==> config.mk <==
export PLATFORM = sky130hd
export DESIGN_NAME = fetch_unit
export DESIGN_NICKNAME = d
export VERILOG_FILES = /design/src/logic/fetch_pkg.sv /design/src/logic/fetch_align_buffer.sv /design/src/logic/fetch_wb_master.sv /design/src/logic/fetch_unit.sv
export SDC_FILE = /design/constraint.sdc
export NUM_CORES = 1
export LEC_CHECK = 0
export BUFFER_PORTS_ARGS = -buffer_cell sky130_fd_sc_hd__buf_2
export CAP_MARGIN = 0
export CORE_MARGIN = 2
export CORE_UTILIZATION = 44
export CTS_CLUSTER_DIAMETER = 120
export DETAILED_ROUTE_END_ITERATION = 7
export SLEW_MARGIN = 20
export SYNTH_ARGS = -nofsm -noshare
export SYNTH_HDL_FRONTEND = slang
export SYNTH_SLANG_ARGS = --single-unit
==> constraint.sdc <==
create_clock -name clk -period 4.44 [get_ports clk]
set_input_delay 0.444 -clock clk [delete_from_list [all_inputs] [get_ports clk]]
set_output_delay 0.444 -clock clk [all_outputs]
set_load 0.02 [all_outputs]
==> src/logic/fetch_pkg.sv <==
////////////////////
// Shared types and constants of the fetch front end
// Bus is Wishbone classic, 32-bit, word addressed by byte address
////////////////////
package fetch_pkg;

  ////////////////////
  // Constants
  ////////////////////

  // Words held by the alignment buffer
  localparam int unsigned ALIGN_DEPTH = 3;

  // Accepted requests still waiting for a response
  localparam int unsigned MAX_OUTSTANDING = 2;

  ////////////////////
  // Wishbone bundles
  ////////////////////

  // Master-driven side
  typedef struct packed {
    logic        cyc;
    logic        stb;
    logic        we;
    logic [3:0]  sel;
    logic [31:0] adr;
  } wb_req_t;

  // Slave-driven side, err and rty not carried
  typedef struct packed {
    logic [31:0] dat;
    logic        ack;
  } wb_rsp_t;

  // One fetched word, master to buffer
  typedef struct packed {
    logic [31:0] rdata;
  } inst_resp_t;

  // One instruction toward decode
  typedef struct packed {
    logic [31:0] instr;
    logic [31:0] addr;
  } fetch_instr_t;

  // Master bus FSM
  typedef enum logic {
    WB_IDLE  = 1'b0,
    WB_CYCLE = 1'b1
  } wb_state_e;

endpackage

==> src/logic/fetch_align_buffer.sv <==
`timescale 1ns/10ps
////////////////////
// Depth of three words is built into the counting logic
// Branch targets may be halfword aligned, fetch requests are word aligned
////////////////////
module fetch_align_buffer (
  input  logic                    clk,
  input  logic                    rst_n,

  // Branch control
  input  logic                    branch_i,
  input  logic [31:0]             branch_addr_i,
  input  logic                    prefetch_en_i,
  output logic                    busy_o,

  // Request side toward the bus master
  output logic                    fetch_valid_o,
  input  logic                    fetch_ready_i,
  output logic                    fetch_branch_o,
  output logic [31:0]             fetch_branch_addr_o,

  // Returned words, in request order
  input  logic                    resp_valid_i,
  input  fetch_pkg::inst_resp_t   resp_i,

  // Decode handshake
  output logic                    instr_valid_o,
  input  logic                    instr_ready_i,
  output fetch_pkg::fetch_instr_t instr_o
);

  // Word storage, entry 0 feeds the output
  logic [fetch_pkg::ALIGN_DEPTH-1:0][31:0] rdata_q, rdata_int, rdata_n;
  logic [fetch_pkg::ALIGN_DEPTH-1:0]       valid_q, valid_int, valid_n;

  // Address of the instruction at the head
  logic [31:0] addr_q, addr_n, addr_incr;

  // Counters, instructions held and requests in flight
  logic [2:0]  instr_cnt_q, instr_cnt_n;
  logic [1:0]  outstanding_cnt_q, outstanding_cnt_n;
  logic [1:0]  n_flush_q, n_flush_n;
  logic [1:0]  n_incoming;

  // Write-side parse state of the halfword stream
  logic        aligned_q, aligned_n;
  logic        complete_q, complete_n;

  // Set by the first branch, no start address exists before it
  logic        started_q;

  logic        resp_valid_gated;
  logic        take;
  logic        count_up;
  logic        count_down;
  logic [31:0] instr_lo, instr_hi_src, instr_unaligned;
  logic        word_valid, pair_valid;
  logic        aligned_compressed, unaligned_compressed;
  logic        lo_compressed, hi_compressed;

  ////////////////////
  // Request side
  ////////////////////

  // Words belonging to a stale stream are swallowed here
  assign resp_valid_gated = (n_flush_q != 2'd0) ? 1'b0 : resp_valid_i;

  // Ask for more only when short of complete instructions
  assign fetch_valid_o = prefetch_en_i && (started_q || branch_i) &&
                         (outstanding_cnt_q < fetch_pkg::MAX_OUTSTANDING) &&
                         ((instr_cnt_q == 3'd0) ||
                          (instr_cnt_q == 3'd1 && outstanding_cnt_q == 2'd0) ||
                          branch_i);

  assign busy_o = (outstanding_cnt_q != 2'd0) || fetch_valid_o;

  // Master always fetches whole words
  assign fetch_branch_o      = branch_i;
  assign fetch_branch_addr_o = {branch_addr_i[31:2], 2'b00};

  ////////////////////
  // Output assembly
  ////////////////////

  // Aligned case lives in entry 0, or in the word arriving now
  assign instr_lo     = valid_q[0] ? rdata_q[0] : resp_i.rdata;
  // Second half of a split instruction
  assign instr_hi_src = valid_q[1] ? rdata_q[1] : resp_i.rdata;
  assign instr_unaligned = {instr_hi_src[15:0], instr_lo[31:16]};

  // Entry 1 valid implies entry 0 valid
  assign word_valid = valid_q[0] || resp_valid_gated;
  assign pair_valid = valid_q[1] || (valid_q[0] && resp_valid_gated);

  assign aligned_compressed   = instr_lo[1:0] != 2'b11;
  assign unaligned_compressed = instr_lo[17:16] != 2'b11;

  always_comb begin
    instr_valid_o = 1'b0;
    if (branch_i) begin
      // Head is stale during a branch
      instr_valid_o = 1'b0;
    end else if (addr_q[1]) begin
      // Upper half of entry 0, maybe plus the next word
      instr_valid_o = unaligned_compressed ? word_valid : pair_valid;
    end else begin
      instr_valid_o = word_valid;
    end
  end

  assign instr_o.instr = addr_q[1] ? instr_unaligned : instr_lo;
  assign instr_o.addr  = addr_q;

  assign take = instr_valid_o && instr_ready_i;

  ////////////////////
  // Storage update
  ////////////////////

  // Incoming word goes to the first free entry
  always_comb begin : store_word
    logic placed;
    placed    = 1'b0;
    rdata_int = rdata_q;
    valid_int = valid_q;
    if (resp_valid_gated) begin
      for (int j = 0; j < fetch_pkg::ALIGN_DEPTH; j++) begin
        if (!valid_q[j] && !placed) begin
          rdata_int[j] = resp_i.rdata;
          valid_int[j] = 1'b1;
          placed       = 1'b1;
        end
      end
    end
  end

  assign addr_incr = {addr_q[31:2], 2'b00} + 32'd4;

  // Pop one word whenever the taken instruction reaches the word boundary
  always_comb begin
    addr_n  = addr_q;
    rdata_n = rdata_int;
    valid_n = valid_int;
    if (take) begin
      if (addr_q[1]) begin
        // Split 32-bit instr ends mid next word
        addr_n = {addr_incr[31:2], (unaligned_compressed ? 2'b00 : 2'b10)};
      end else if (aligned_compressed) begin
        addr_n = {addr_q[31:2], 2'b10};
      end else begin
        addr_n = addr_incr;
      end
      if (addr_q[1] || !aligned_compressed) begin
        for (int i = 0; i < fetch_pkg::ALIGN_DEPTH - 1; i++) begin
          rdata_n[i] = rdata_int[i+1];
          valid_n[i] = valid_int[i+1];
        end
        valid_n[fetch_pkg::ALIGN_DEPTH-1] = 1'b0;
      end
    end
  end

  ////////////////////
  // Instruction counting
  ////////////////////

  assign lo_compressed = resp_i.rdata[1:0] != 2'b11;
  assign hi_compressed = resp_i.rdata[17:16] != 2'b11;

  // Complete instructions finished by the incoming word
  always_comb begin
    aligned_n  = aligned_q;
    complete_n = complete_q;
    n_incoming = 2'd0;
    if (branch_i) begin
      // Halfword target means the low half of the first word is skipped
      aligned_n  = !branch_addr_i[1];
      complete_n = branch_addr_i[1];
    end else if (resp_valid_gated) begin
      if (aligned_q) begin
        if (!lo_compressed) begin
          n_incoming = 2'd1;
        end else if (hi_compressed) begin
          n_incoming = 2'd2;
        end else begin
          // Upper half starts a 32-bit instr
          n_incoming = 2'd1;
          aligned_n  = 1'b0;
          complete_n = 1'b0;
        end
      end else begin
        // Low half either tail of a split instr or skipped after a branch
        n_incoming = {1'b0, !complete_q} + {1'b0, hi_compressed};
        aligned_n  = hi_compressed;
        complete_n = hi_compressed;
      end
    end
  end

  always_comb begin
    if (branch_i) begin
      instr_cnt_n = 3'd0;
    end else begin
      instr_cnt_n = instr_cnt_q + {1'b0, n_incoming} - {2'b00, take};
    end
  end

  assign count_up   = fetch_valid_o && fetch_ready_i;
  assign count_down = resp_valid_i;

  always_comb begin
    outstanding_cnt_n = outstanding_cnt_q + {1'b0, count_up} - {1'b0, count_down};
  end

  // Old-stream responses still to come after a branch
  always_comb begin
    n_flush_n = n_flush_q;
    if (branch_i) begin
      n_flush_n = outstanding_cnt_q - {1'b0, resp_valid_i};
    end else if (resp_valid_i && (n_flush_q != 2'd0)) begin
      n_flush_n = n_flush_q - 2'd1;
    end
  end

  ////////////////////
  // Registers
  ////////////////////

  always_ff @(posedge clk or negedge rst_n) begin
    if (!rst_n) begin
      addr_q            <= '0;
      valid_q           <= '0;
      started_q         <= 1'b0;
      aligned_q         <= 1'b0;
      complete_q        <= 1'b0;
      n_flush_q         <= 2'd0;
      instr_cnt_q       <= 3'd0;
      outstanding_cnt_q <= 2'd0;
    end else begin
      if (branch_i) begin
        // Drop all held words, head restarts at the target
        valid_q   <= '0;
        addr_q    <= branch_addr_i;
        started_q <= 1'b1;
      end else begin
        valid_q <= valid_n;
        addr_q  <= addr_n;
      end
      aligned_q         <= aligned_n;
      complete_q        <= complete_n;
      n_flush_q         <= n_flush_n;
      instr_cnt_q       <= instr_cnt_n;
      outstanding_cnt_q <= outstanding_cnt_n;
    end
  end

  // Word payload, qualified by valid_q
  always_ff @(posedge clk) begin
    rdata_q <= rdata_n;
  end

  ////////////////////
  // Checks
  ////////////////////

  a_outstanding_max: assert property (@(posedge clk) disable iff (!rst_n)
    outstanding_cnt_q <= fetch_pkg::MAX_OUTSTANDING)
    else $error("outstanding count above limit");

  a_no_valid_on_branch: assert property (@(posedge clk) disable iff (!rst_n)
    branch_i |-> !instr_valid_o)
    else $error("instruction offered during branch");

  // Request throttling must leave room for every live response
  a_no_overflow: assert property (@(posedge clk) disable iff (!rst_n)
    resp_valid_gated |-> !(&valid_q))
    else $error("response arrived with buffer full");

endmodule

==> src/logic/fetch_wb_master.sv <==
`timescale 1ns/10ps
////////////////////
// One Wishbone classic read at a time, one more request parked in a slot
// Bus errors are not handled, ack is the only response
////////////////////
module fetch_wb_master (
  input  logic                  clk,
  input  logic                  rst_n,

  // Requests from the alignment buffer
  input  logic                  fetch_valid_i,
  output logic                  fetch_ready_o,
  input  logic                  fetch_branch_i,
  input  logic [31:0]           fetch_branch_addr_i,

  // Returned words
  output logic                  resp_valid_o,
  output fetch_pkg::inst_resp_t resp_o,

  // Wishbone
  output fetch_pkg::wb_req_t    wb_req_o,
  input  fetch_pkg::wb_rsp_t    wb_rsp_i
);

  fetch_pkg::wb_state_e state_q, state_n;

  logic        slot_valid_q, slot_valid_n;
  logic [31:0] slot_addr_q, slot_addr_n;
  logic [31:0] fetch_addr_q, fetch_addr_n;
  logic [31:0] adr_q, adr_n;
  logic [31:0] req_addr;
  logic        accept;
  logic        bus_done;
  logic        bus_free;

  assign fetch_ready_o = !slot_valid_q;
  assign accept        = fetch_valid_i && fetch_ready_o;

  // Branch target overrides the running address
  assign req_addr = fetch_branch_i ? fetch_branch_addr_i : fetch_addr_q;

  assign bus_done = (state_q == fetch_pkg::WB_CYCLE) && wb_rsp_i.ack;
  assign bus_free = (state_q == fetch_pkg::WB_IDLE) || bus_done;

  always_comb begin
    state_n      = state_q;
    slot_valid_n = slot_valid_q;
    slot_addr_n  = slot_addr_q;
    adr_n        = adr_q;
    fetch_addr_n = fetch_addr_q;

    if (accept) begin
      fetch_addr_n = req_addr + 32'd4;
    end else if (fetch_branch_i) begin
      // Keep the target for a later request
      fetch_addr_n = fetch_branch_addr_i;
    end

    if (bus_free) begin
      if (slot_valid_q) begin
        // Parked request goes first
        state_n      = fetch_pkg::WB_CYCLE;
        adr_n        = slot_addr_q;
        slot_valid_n = 1'b0;
      end else if (accept) begin
        // Bypass the slot, cycle starts next clock
        state_n = fetch_pkg::WB_CYCLE;
        adr_n   = req_addr;
      end else begin
        state_n = fetch_pkg::WB_IDLE;
      end
    end else if (accept) begin
      slot_valid_n = 1'b1;
      slot_addr_n  = req_addr;
    end
  end

  always_ff @(posedge clk or negedge rst_n) begin
    if (!rst_n) begin
      state_q      <= fetch_pkg::WB_IDLE;
      slot_valid_q <= 1'b0;
      fetch_addr_q <= '0;
    end else begin
      state_q      <= state_n;
      slot_valid_q <= slot_valid_n;
      fetch_addr_q <= fetch_addr_n;
    end
  end

  // Addresses only matter under cyc or slot_valid_q
  always_ff @(posedge clk) begin
    slot_addr_q <= slot_addr_n;
    adr_q       <= adr_n;
  end

  // Read only, full word
  assign wb_req_o.cyc = (state_q == fetch_pkg::WB_CYCLE);
  assign wb_req_o.stb = (state_q == fetch_pkg::WB_CYCLE);
  assign wb_req_o.we  = 1'b0;
  assign wb_req_o.sel = 4'hf;
  assign wb_req_o.adr = adr_q;

  assign resp_valid_o = bus_done;
  assign resp_o.rdata = wb_rsp_i.dat;

  a_stb_in_cyc: assert property (@(posedge clk) disable iff (!rst_n)
    wb_req_o.stb |-> wb_req_o.cyc)
    else $error("stb without cyc");

  a_adr_stable: assert property (@(posedge clk) disable iff (!rst_n)
    (wb_req_o.stb && !wb_rsp_i.ack) |=> $stable(wb_req_o.adr))
    else $error("adr changed before ack");

endmodule

==> src/logic/fetch_unit.sv <==
`timescale 1ns/10ps
////////////////////
// Idle until the first branch gives a start address
////////////////////
module fetch_unit (
  input  logic                    clk,
  input  logic                    rst_n,

  // Branch control
  input  logic                    branch_i,
  input  logic [31:0]             branch_addr_i,
  input  logic                    prefetch_en_i,
  output logic                    busy_o,

  // Decode handshake
  output logic                    instr_valid_o,
  input  logic                    instr_ready_i,
  output fetch_pkg::fetch_instr_t instr_o,

  // Wishbone
  output fetch_pkg::wb_req_t      wb_req_o,
  input  fetch_pkg::wb_rsp_t      wb_rsp_i
);

  // Buffer to master request path
  logic                  fetch_valid;
  logic                  fetch_ready;
  logic                  fetch_branch;
  logic [31:0]           fetch_branch_addr;

  // Master to buffer response path
  logic                  resp_valid;
  fetch_pkg::inst_resp_t resp;

  fetch_align_buffer u_align_buffer (
    .clk                 (clk),
    .rst_n               (rst_n),
    .branch_i            (branch_i),
    .branch_addr_i       (branch_addr_i),
    .prefetch_en_i       (prefetch_en_i),
    .busy_o              (busy_o),
    .fetch_valid_o       (fetch_valid),
    .fetch_ready_i       (fetch_ready),
    .fetch_branch_o      (fetch_branch),
    .fetch_branch_addr_o (fetch_branch_addr),
    .resp_valid_i        (resp_valid),
    .resp_i              (resp),
    .instr_valid_o       (instr_valid_o),
    .instr_ready_i       (instr_ready_i),
    .instr_o             (instr_o)
  );

  fetch_wb_master u_wb_master (
    .clk                 (clk),
    .rst_n               (rst_n),
    .fetch_valid_i       (fetch_valid),
    .fetch_ready_o       (fetch_ready),
    .fetch_branch_i      (fetch_branch),
    .fetch_branch_addr_i (fetch_branch_addr),
    .resp_valid_o        (resp_valid),
    .resp_o              (resp),
    .wb_req_o            (wb_req_o),
    .wb_rsp_i            (wb_rsp_i)
  );

endmodule

==> flow_summary_export.csv, run 1 <==
group,metric,value,unit
synth,syn_avg_cell_area,10.6,µm²
clocking,htreeDepth,1,
finish,layout_common_cells,"buf_2, nor2_1, dfxtp_1",
worst_setup_path,worstSetupEndpointType,"output port",
sta,fmax,0.333,GHz
placement,place_area,13000,µm²
floorplanning,io_pins,175,
worst_setup_path,worst-path-max-fanout,34,
floorplanning,die_x,169,µm
sta,finalSetupViolations,0,
synth,synthArstFlopShare,0.331,
detailed_routing,avgViaCountPerCell,5.68,
clocking,clk_path_buf_depth,3,
sta,finalCritPeriodShare,0.676,
placement,place_hpwl,20.5,mm
synth,synth_top_cell_by_area,"dfrtp_1",
synth,synth_xor_xnor_area_share,0.0250,
finish,syn2layout_area_growth,17.0,%
hold_path,whs_path_depth,2,
clocking,cts-root-buf,"clkbuf_16",
synth,synth_cell_types,72,
worst_setup_path,crit_path_start_kind,"flop",
sta,tightest_slew,0.955,ns
grt,grt_pass1_vias,8761,
power,p_total,7.51,mW
sta,period_needed,3.00,ns
synth,synth_compound_area_frac,0.126,
synth,synthMuxAreaShare,0.145,
synth,syn_inst,1119,
synth,synth_top_family_by_area,"simple AND/OR/NAND/NOR gates",
sta,setup_tns,0,ns
clocking,cts_tree,"yes",
synth,synth-edff-count,64,
grt,antenna_found_initial,2,
placement,dp_cells,1566,
sta,whs,0.118,ns
worst_setup_path,critPathTopFamily,"flip-flops",
worst_setup_path,path_class,"flop to output port",
worst_setup_path,cp.arrival,2.56,ns
floorplanning,die_h,169,µm
worst_setup_path,slowest_stage,"dfrtp_2",
clocking,clkSlewWorstSetupHoldPaths,0.06,ns
hold_path,hold_end,"u_align_buffer.aligned_q",
sta,maxSlewHeadroom,0.362,
synth,synth_warnings,0,
finish,fin_area,13900,µm²
finish,drive_above_1_share,0.266,
worst_setup_path,path_buf_inv,2,
hold_path,min-delay-start,"branch_addr_i[1]",
sta,drv_slew,0,
detailed_routing,drc_errors,0,
finish,layout.cells.non_filler,1619,
detailed_routing,first_pass_iters,5,
synth,ys_seq_elements,239,
worst_setup_path,path_cells,"buf_4 -> mux4_2 -> buf_2",
placement,gp_congestion,0.828,
clocking,clk_latency,0.54,ns
grt,grtUsageTotal,0.215,
synth,yosysTopAreaCellShare,0.166,
worst_setup_path,r2r-start,"u_align_buffer.addr_q[1]",
run,maxCapViolations,0,
worst_setup_path,ff2ff_path_depth,12,
outcome,status,"completed",
floorplanning,core.rowCount,60,
synth,yosysSeqAreaShare,0.489,
synth,synthAdderAreaFrac,0.0101,
worst_setup_path,required,4.00,ns
worst_setup_path,cp.depth,3,
synth,yosys_most_used_dff,"dfxtp_1",
sta,rsz0062_at_grt,"false",
worst_setup_path,worst_r2r_endpoint,"u_align_buffer.instr_cnt_q[2]",
synth,syn_area,11900,µm²
worst_setup_path,rrSetupSlack,1.57,ns
clocking,cts_resized,0,
detailed_routing,antenna_left,0,
synth,yosys.area_share.simple,0.160,
finish,final_nets,1335,
sta,fin_skew,0.0137,ns
clocking,cts-buffers-inserted,28,
detailed_routing,routedWlPerCell,19.0,µm
floorplanning,start_util,0.446,
hold_path,hold_path_class,"input pin to flop",
grt,grt_pass1_wl,49.1,mm
sta,finalHoldViolations,0,
grt,grt_max_degree,102,
detailed_routing,drt_first_iter_violations,819,
power,ir_worst_vdd,365,µV
floorplanning,core-area,26700,µm²
detailed_routing,wl,30.7,mm
worst_setup_path,cpPeakStageDelay,0.75,ns
power,power.density,539,nW/µm²
power,p_leak,5.77,nW
clocking,cts.sinks,239,
floorplanning,die-area,28400,µm²
detailed_routing,num_vias,9199,
finish,final_common_cell,"buf_2",
grt,overflow,0,
synth,synth.top_cells.by_area,"dfrtp_1, dfxtp_1, edfxtp_1, mux2_2, mux2i_1",
placement,port_buffers,169,
stage by stage:
step           setup WS (ns)   util
6_report                1.44  0.521
4_1_cts                 1.39  0.521
5_1_grt                 1.29  0.521
3_3_place_gp            1.46  0.485
2_1_floorplan          0.657      -
3_5_place_dp            1.40  0.485
final cells by class:
cell class	instances	area (µm²)
Timing Repair Buffer	189	1020
Inverter	33	124
Sequential cell	239	5820
Fill cell	2425	12800
Multi-Input combinational cell	765	5600
Antenna cell	1	2.50
Tap cell	341	427
Clock buffer	42	815
Clock inverter	9	124
per-layer routing:
layer / GRT usage / part of all wire
met5: 0 / 0.00042
met4: 0.0454 / 0.016
met3: 0.0362 / 0.058
met2: 0.348 / 0.46
met1: 0.307 / 0.46
cells by family (layout without fill, tap and decap cells):
kind of cell               count (synthesis)  count (layout)
muxes                                    145             145
and+or+nand+nor                          362             362
other                                      2               6
adders and majority gates                  9               9
DFF                                      239             239
xor gates and xnor gates                  34              34
buffers and inverters                    118             273
AOI/OAI and AO/OA                        210             210
worst reg2reg max path, stage by stage, from the launching register on:
cell and delay (ns):
dfrtp_2 0.43, buf_4 0.50, and4_1 0.36, o21ai_1 0.11, nand3_1 0.12, nor2_1 0.07
ha_1 0.30, inv_1 0.06, ha_1 0.14, inv_1 0.05, fa_1 0.38, xnor2_1 0.16
nor2_1 0.05
where the power goes:
group          internal, mW  total, mW  switching, mW  leakage (nW)
Sequential             2.80       3.11          0.318          2.33
Clock                  1.44       2.33          0.897         0.459
Combinational         0.825       2.07           1.24          2.98
state kept, by name, indices dropped and copies added, names as in the netlist:
| signal | flops |
|---|---|
| u_wb_master.fetch_addr_q | 32 |
| u_align_buffer.rdata_q | 96 |
| u_wb_master.slot_valid_q | 1 |
| u_wb_master.adr_q | 32 |
| u_align_buffer.aligned_q | 1 |
| u_align_buffer.complete_q | 1 |
| u_align_buffer.outstanding_cnt_q | 2 |
| u_wb_master.state_q | 1 |
| u_wb_master.slot_addr_q | 32 |
| u_align_buffer.n_flush_q | 2 |
| u_align_buffer.started_q | 1 |
| u_align_buffer.valid_q | 3 |
| u_align_buffer.addr_q | 32 |
| u_align_buffer.instr_cnt_q | 3 |
Yosys cell counts (all sizes together), types with 3 or more instances:
cell,instances
buf,43
nor3,73
ha,8
edfxtp,64
xnor2,29
nand4b,4
a211oi,47
o31a,6
nor4,8
and2,6
clkbuf,42
nand4,20
or3,7
or4,5
o211ai,3
nor2b,23
a21boi,3
dfrtp,79
xor2,5
nand3b,5
mux2i,60
o21ai,34
a21o,34
mux4,15
o311ai,23
nand3,28
dfxtp,96
a21oi,30
and3b,4
mux2,70
o31ai,4
nand2b,4
nor2,103
a221o,3
and3,12
a31oi,8
inv,33
nand2,50
worst max-delay path by stage:
stage	startpoint	end	slack (ns)
finish	u_align_buffer.valid_q[0]	instr_o[37]	1.44
CTS	u_align_buffer.valid_q[0]	instr_o[37]	1.39
global route	u_align_buffer.valid_q[0]	instr_o[37]	1.29
floorplan	branch_i	u_wb_master.slot_addr_q[0]	0.66
detailed placement	branch_i	u_wb_master.fetch_addr_q[31]	1.40
global placement	branch_i	u_wb_master.fetch_addr_q[29]	1.46
what timing repair did:
action,CTS,global route
setup buffers,0,0
endpoints found under the hold margin,44,0
hold buffers,1,0
Power figures use the tool's default switching activity.
==> run 2: changes to the inputs <==
==> constraint.sdc (replaced) <==
create_clock -name clk -period 3.15 [get_ports clk]
set_input_delay 0.315 -clock clk [delete_from_list [all_inputs] [get_ports clk]]
set_output_delay 0.315 -clock clk [all_outputs]
set_load 0.02 [all_outputs]
==> run 2 against run 1 <==
Non-clock buffer count grew 16. Die area is the same. First-iteration DRC count shrank 13%. Wire length grew 1.1%. Final area grew 0.95%. Sequential share of layout area shrank 0.39 points. Clock skew grew 0.0048 ns. Sequential power grew 41%. Via count grew 0.53%. Critical path type unchanged. Critical endpoint unchanged.
==> flow_summary_export.csv, run 2 (same netlist as run 1, synthesis figures left out) <==
group,metric,value,unit
worst_setup_path,path_class,"flop to output port",
detailed_routing,avgViaCountPerCell,5.66,
finish,final_common_cell,"buf_2",
clocking,clk_latency,0.54,ns
floorplanning,io_pins,175,
floorplanning,start_util,0.446,
power,p_total,10.4,mW
worst_setup_path,ff2ff_path_depth,13,
grt,antenna_found_initial,2,
finish,syn2layout_area_growth,18.1,%
floorplanning,core-area,26700,µm²
finish,final_nets,1350,
sta,finalHoldViolations,0,
finish,layout.cells.non_filler,1634,
floorplanning,core.rowCount,60,
sta,finalSetupViolations,0,
sta,fin_ws,0.438,ns
grt,grt_pass1_wl,49.0,mm
sta,rsz0062_at_grt,"false",
placement,dp_cells,1580,
finish,largest_register_ffs,96,
worst_setup_path,r2r-start,"u_align_buffer.n_flush_q[0]",
worst_setup_path,required,2.83,ns
sta,drv_slew,0,
sta,whs,0.0120,ns
worst_setup_path,worst_r2r_endpoint,"u_align_buffer.instr_cnt_q[2]",
detailed_routing,num_vias,9248,
clocking,cts_tree,"yes",
grt,grtUsageTotal,0.216,
detailed_routing,wl,31.0,mm
worst_setup_path,crit_path_start_kind,"flop",
sta,setup_tns,0,ns
detailed_routing,drc_errors,0,
finish,drive_above_1_share,0.275,
sta,period_needed,2.71,ns
sta,maxSlewHeadroom,0.516,
hold_path,hold_path_class,"input pin to flop",
finish,fin_area,14100,µm²
worst_setup_path,worstSetupEndpointType,"output port",
clocking,cts.sinks,239,
sta,finalCritPeriodShare,0.861,
sta,fin_skew,0.0185,ns
hold_path,min-delay-start,"branch_addr_i[26]",
grt,grt_max_degree,102,
finish,regMostFlops,"u_align_buffer.rdata_q",
finish,fillCellCount,2425,
finish,layout_common_cells,"buf_2, nor2_1, dfxtp_1",
outcome,status,"completed",
hold_path,hold_end,"u_align_buffer.addr_q[26]",
placement,port_buffers,169,
grt,grt_pass1_vias,8836,
floorplanning,die_x,169,µm
detailed_routing,drt_first_iter_violations,712,
power,power.density,742,nW/µm²
placement,place_area,13200,µm²
clocking,clkSlewWorstSetupHoldPaths,0.06,ns
clocking,clk_path_buf_depth,3,
run,maxCapViolations,0,
detailed_routing,first_pass_iters,5,
clocking,postCtsSetupBuffers,0,
placement,gp_congestion,0.839,
power,p_leak,5.85,nW
floorplanning,die_h,169,µm
placement,dpl_worst_slack,0.506,ns
hold_path,whs_path_depth,3,
sta,tightest_slew,0.726,ns
clocking,cts_resized,0,
clocking,cts-root-buf,"clkbuf_16",
worst_setup_path,rrSetupSlack,0.58,ns
sta,fmax,0.369,GHz
grt,overflow,0,
power,ir_worst_vdd,414,µV
clocking,htreeDepth,1,
clocking,cts-buffers-inserted,27,
floorplanning,die-area,28400,µm²
detailed_routing,antenna_left,0,
detailed_routing,routedWlPerCell,19.0,µm
finish,utilization,0.526,
placement,place_hpwl,20.7,mm
worst_setup_path,cp.arrival,2.40,ns
worst_setup_path,worst-path-max-fanout,51,
## run 2: cell count changes in the layout (fill, tap and decap cells not counted), sizes merged
cell,delta
clkinv,+6
bufinv,-2
clkinvlp,-1
clkbuf,-4
buf,+14
dlygate4sd3,+2
## run 2: worst max-delay path, stage by stage (launching register included)
cell	delay, ns
dfrtp_2	0.47
buf_4	0.58
mux4_2	0.61
buf_2	0.18
## run 2: area by class of cell
class                   count  area [µm²]  share of cell area
diodes                      1        2.50            0.000178
clock buffers              38         777              0.0553
clock inverters            12        86.3             0.00614
inverters                  33         124             0.00881
multi-input cells         765        5620               0.399
flip-flops and latches    239        5820               0.414
well taps                 341         427              0.0303
repair buffers            205        1200              0.0856
## run 2: what timing repair did
item / in CTS / in global routing
hold buffers: 3 / 0
endpoints found under the setup margin: 0 / 0
hold endpoints to repair: 51 / 0
## run 2: worst max-delay path by stage
stage | start | to | slack [ns] | depth (start not counted)
3_3_place_gp | branch_i | u_wb_master.fetch_addr_q[31] | 0.59 | 6
6_report | u_align_buffer.valid_q[0] | instr_o[37] | 0.44 | 3
5_1_grt | u_align_buffer.valid_q[0] | instr_valid_o | 0.29 | 5
3_5_place_dp | branch_i | u_wb_master.fetch_addr_q[28] | 0.51 | 8
2_1_floorplan | branch_i | u_wb_master.adr_q[0] | 0.21 | 6
4_1_cts | u_align_buffer.valid_q[0] | instr_o[40] | 0.38 | 3
## run 2: power breakdown
part	leakage [nW]	internal [mW]	switching, mW	total, mW
registers	2.33	3.94	0.444	4.38
clock network	0.435	1.79	1.25	3.05
logic	3.08	1.21	1.79	3.00
## run 2: metal layers
metal	global-route usage	vias to the layer above	share of wire
met3	0.0355	46	0.061
met1	0.303	4481	0.45
met2	0.353	284	0.47
met4	0.0510	4	0.020
li1	-	4433	-
met5	0	-	0.00074
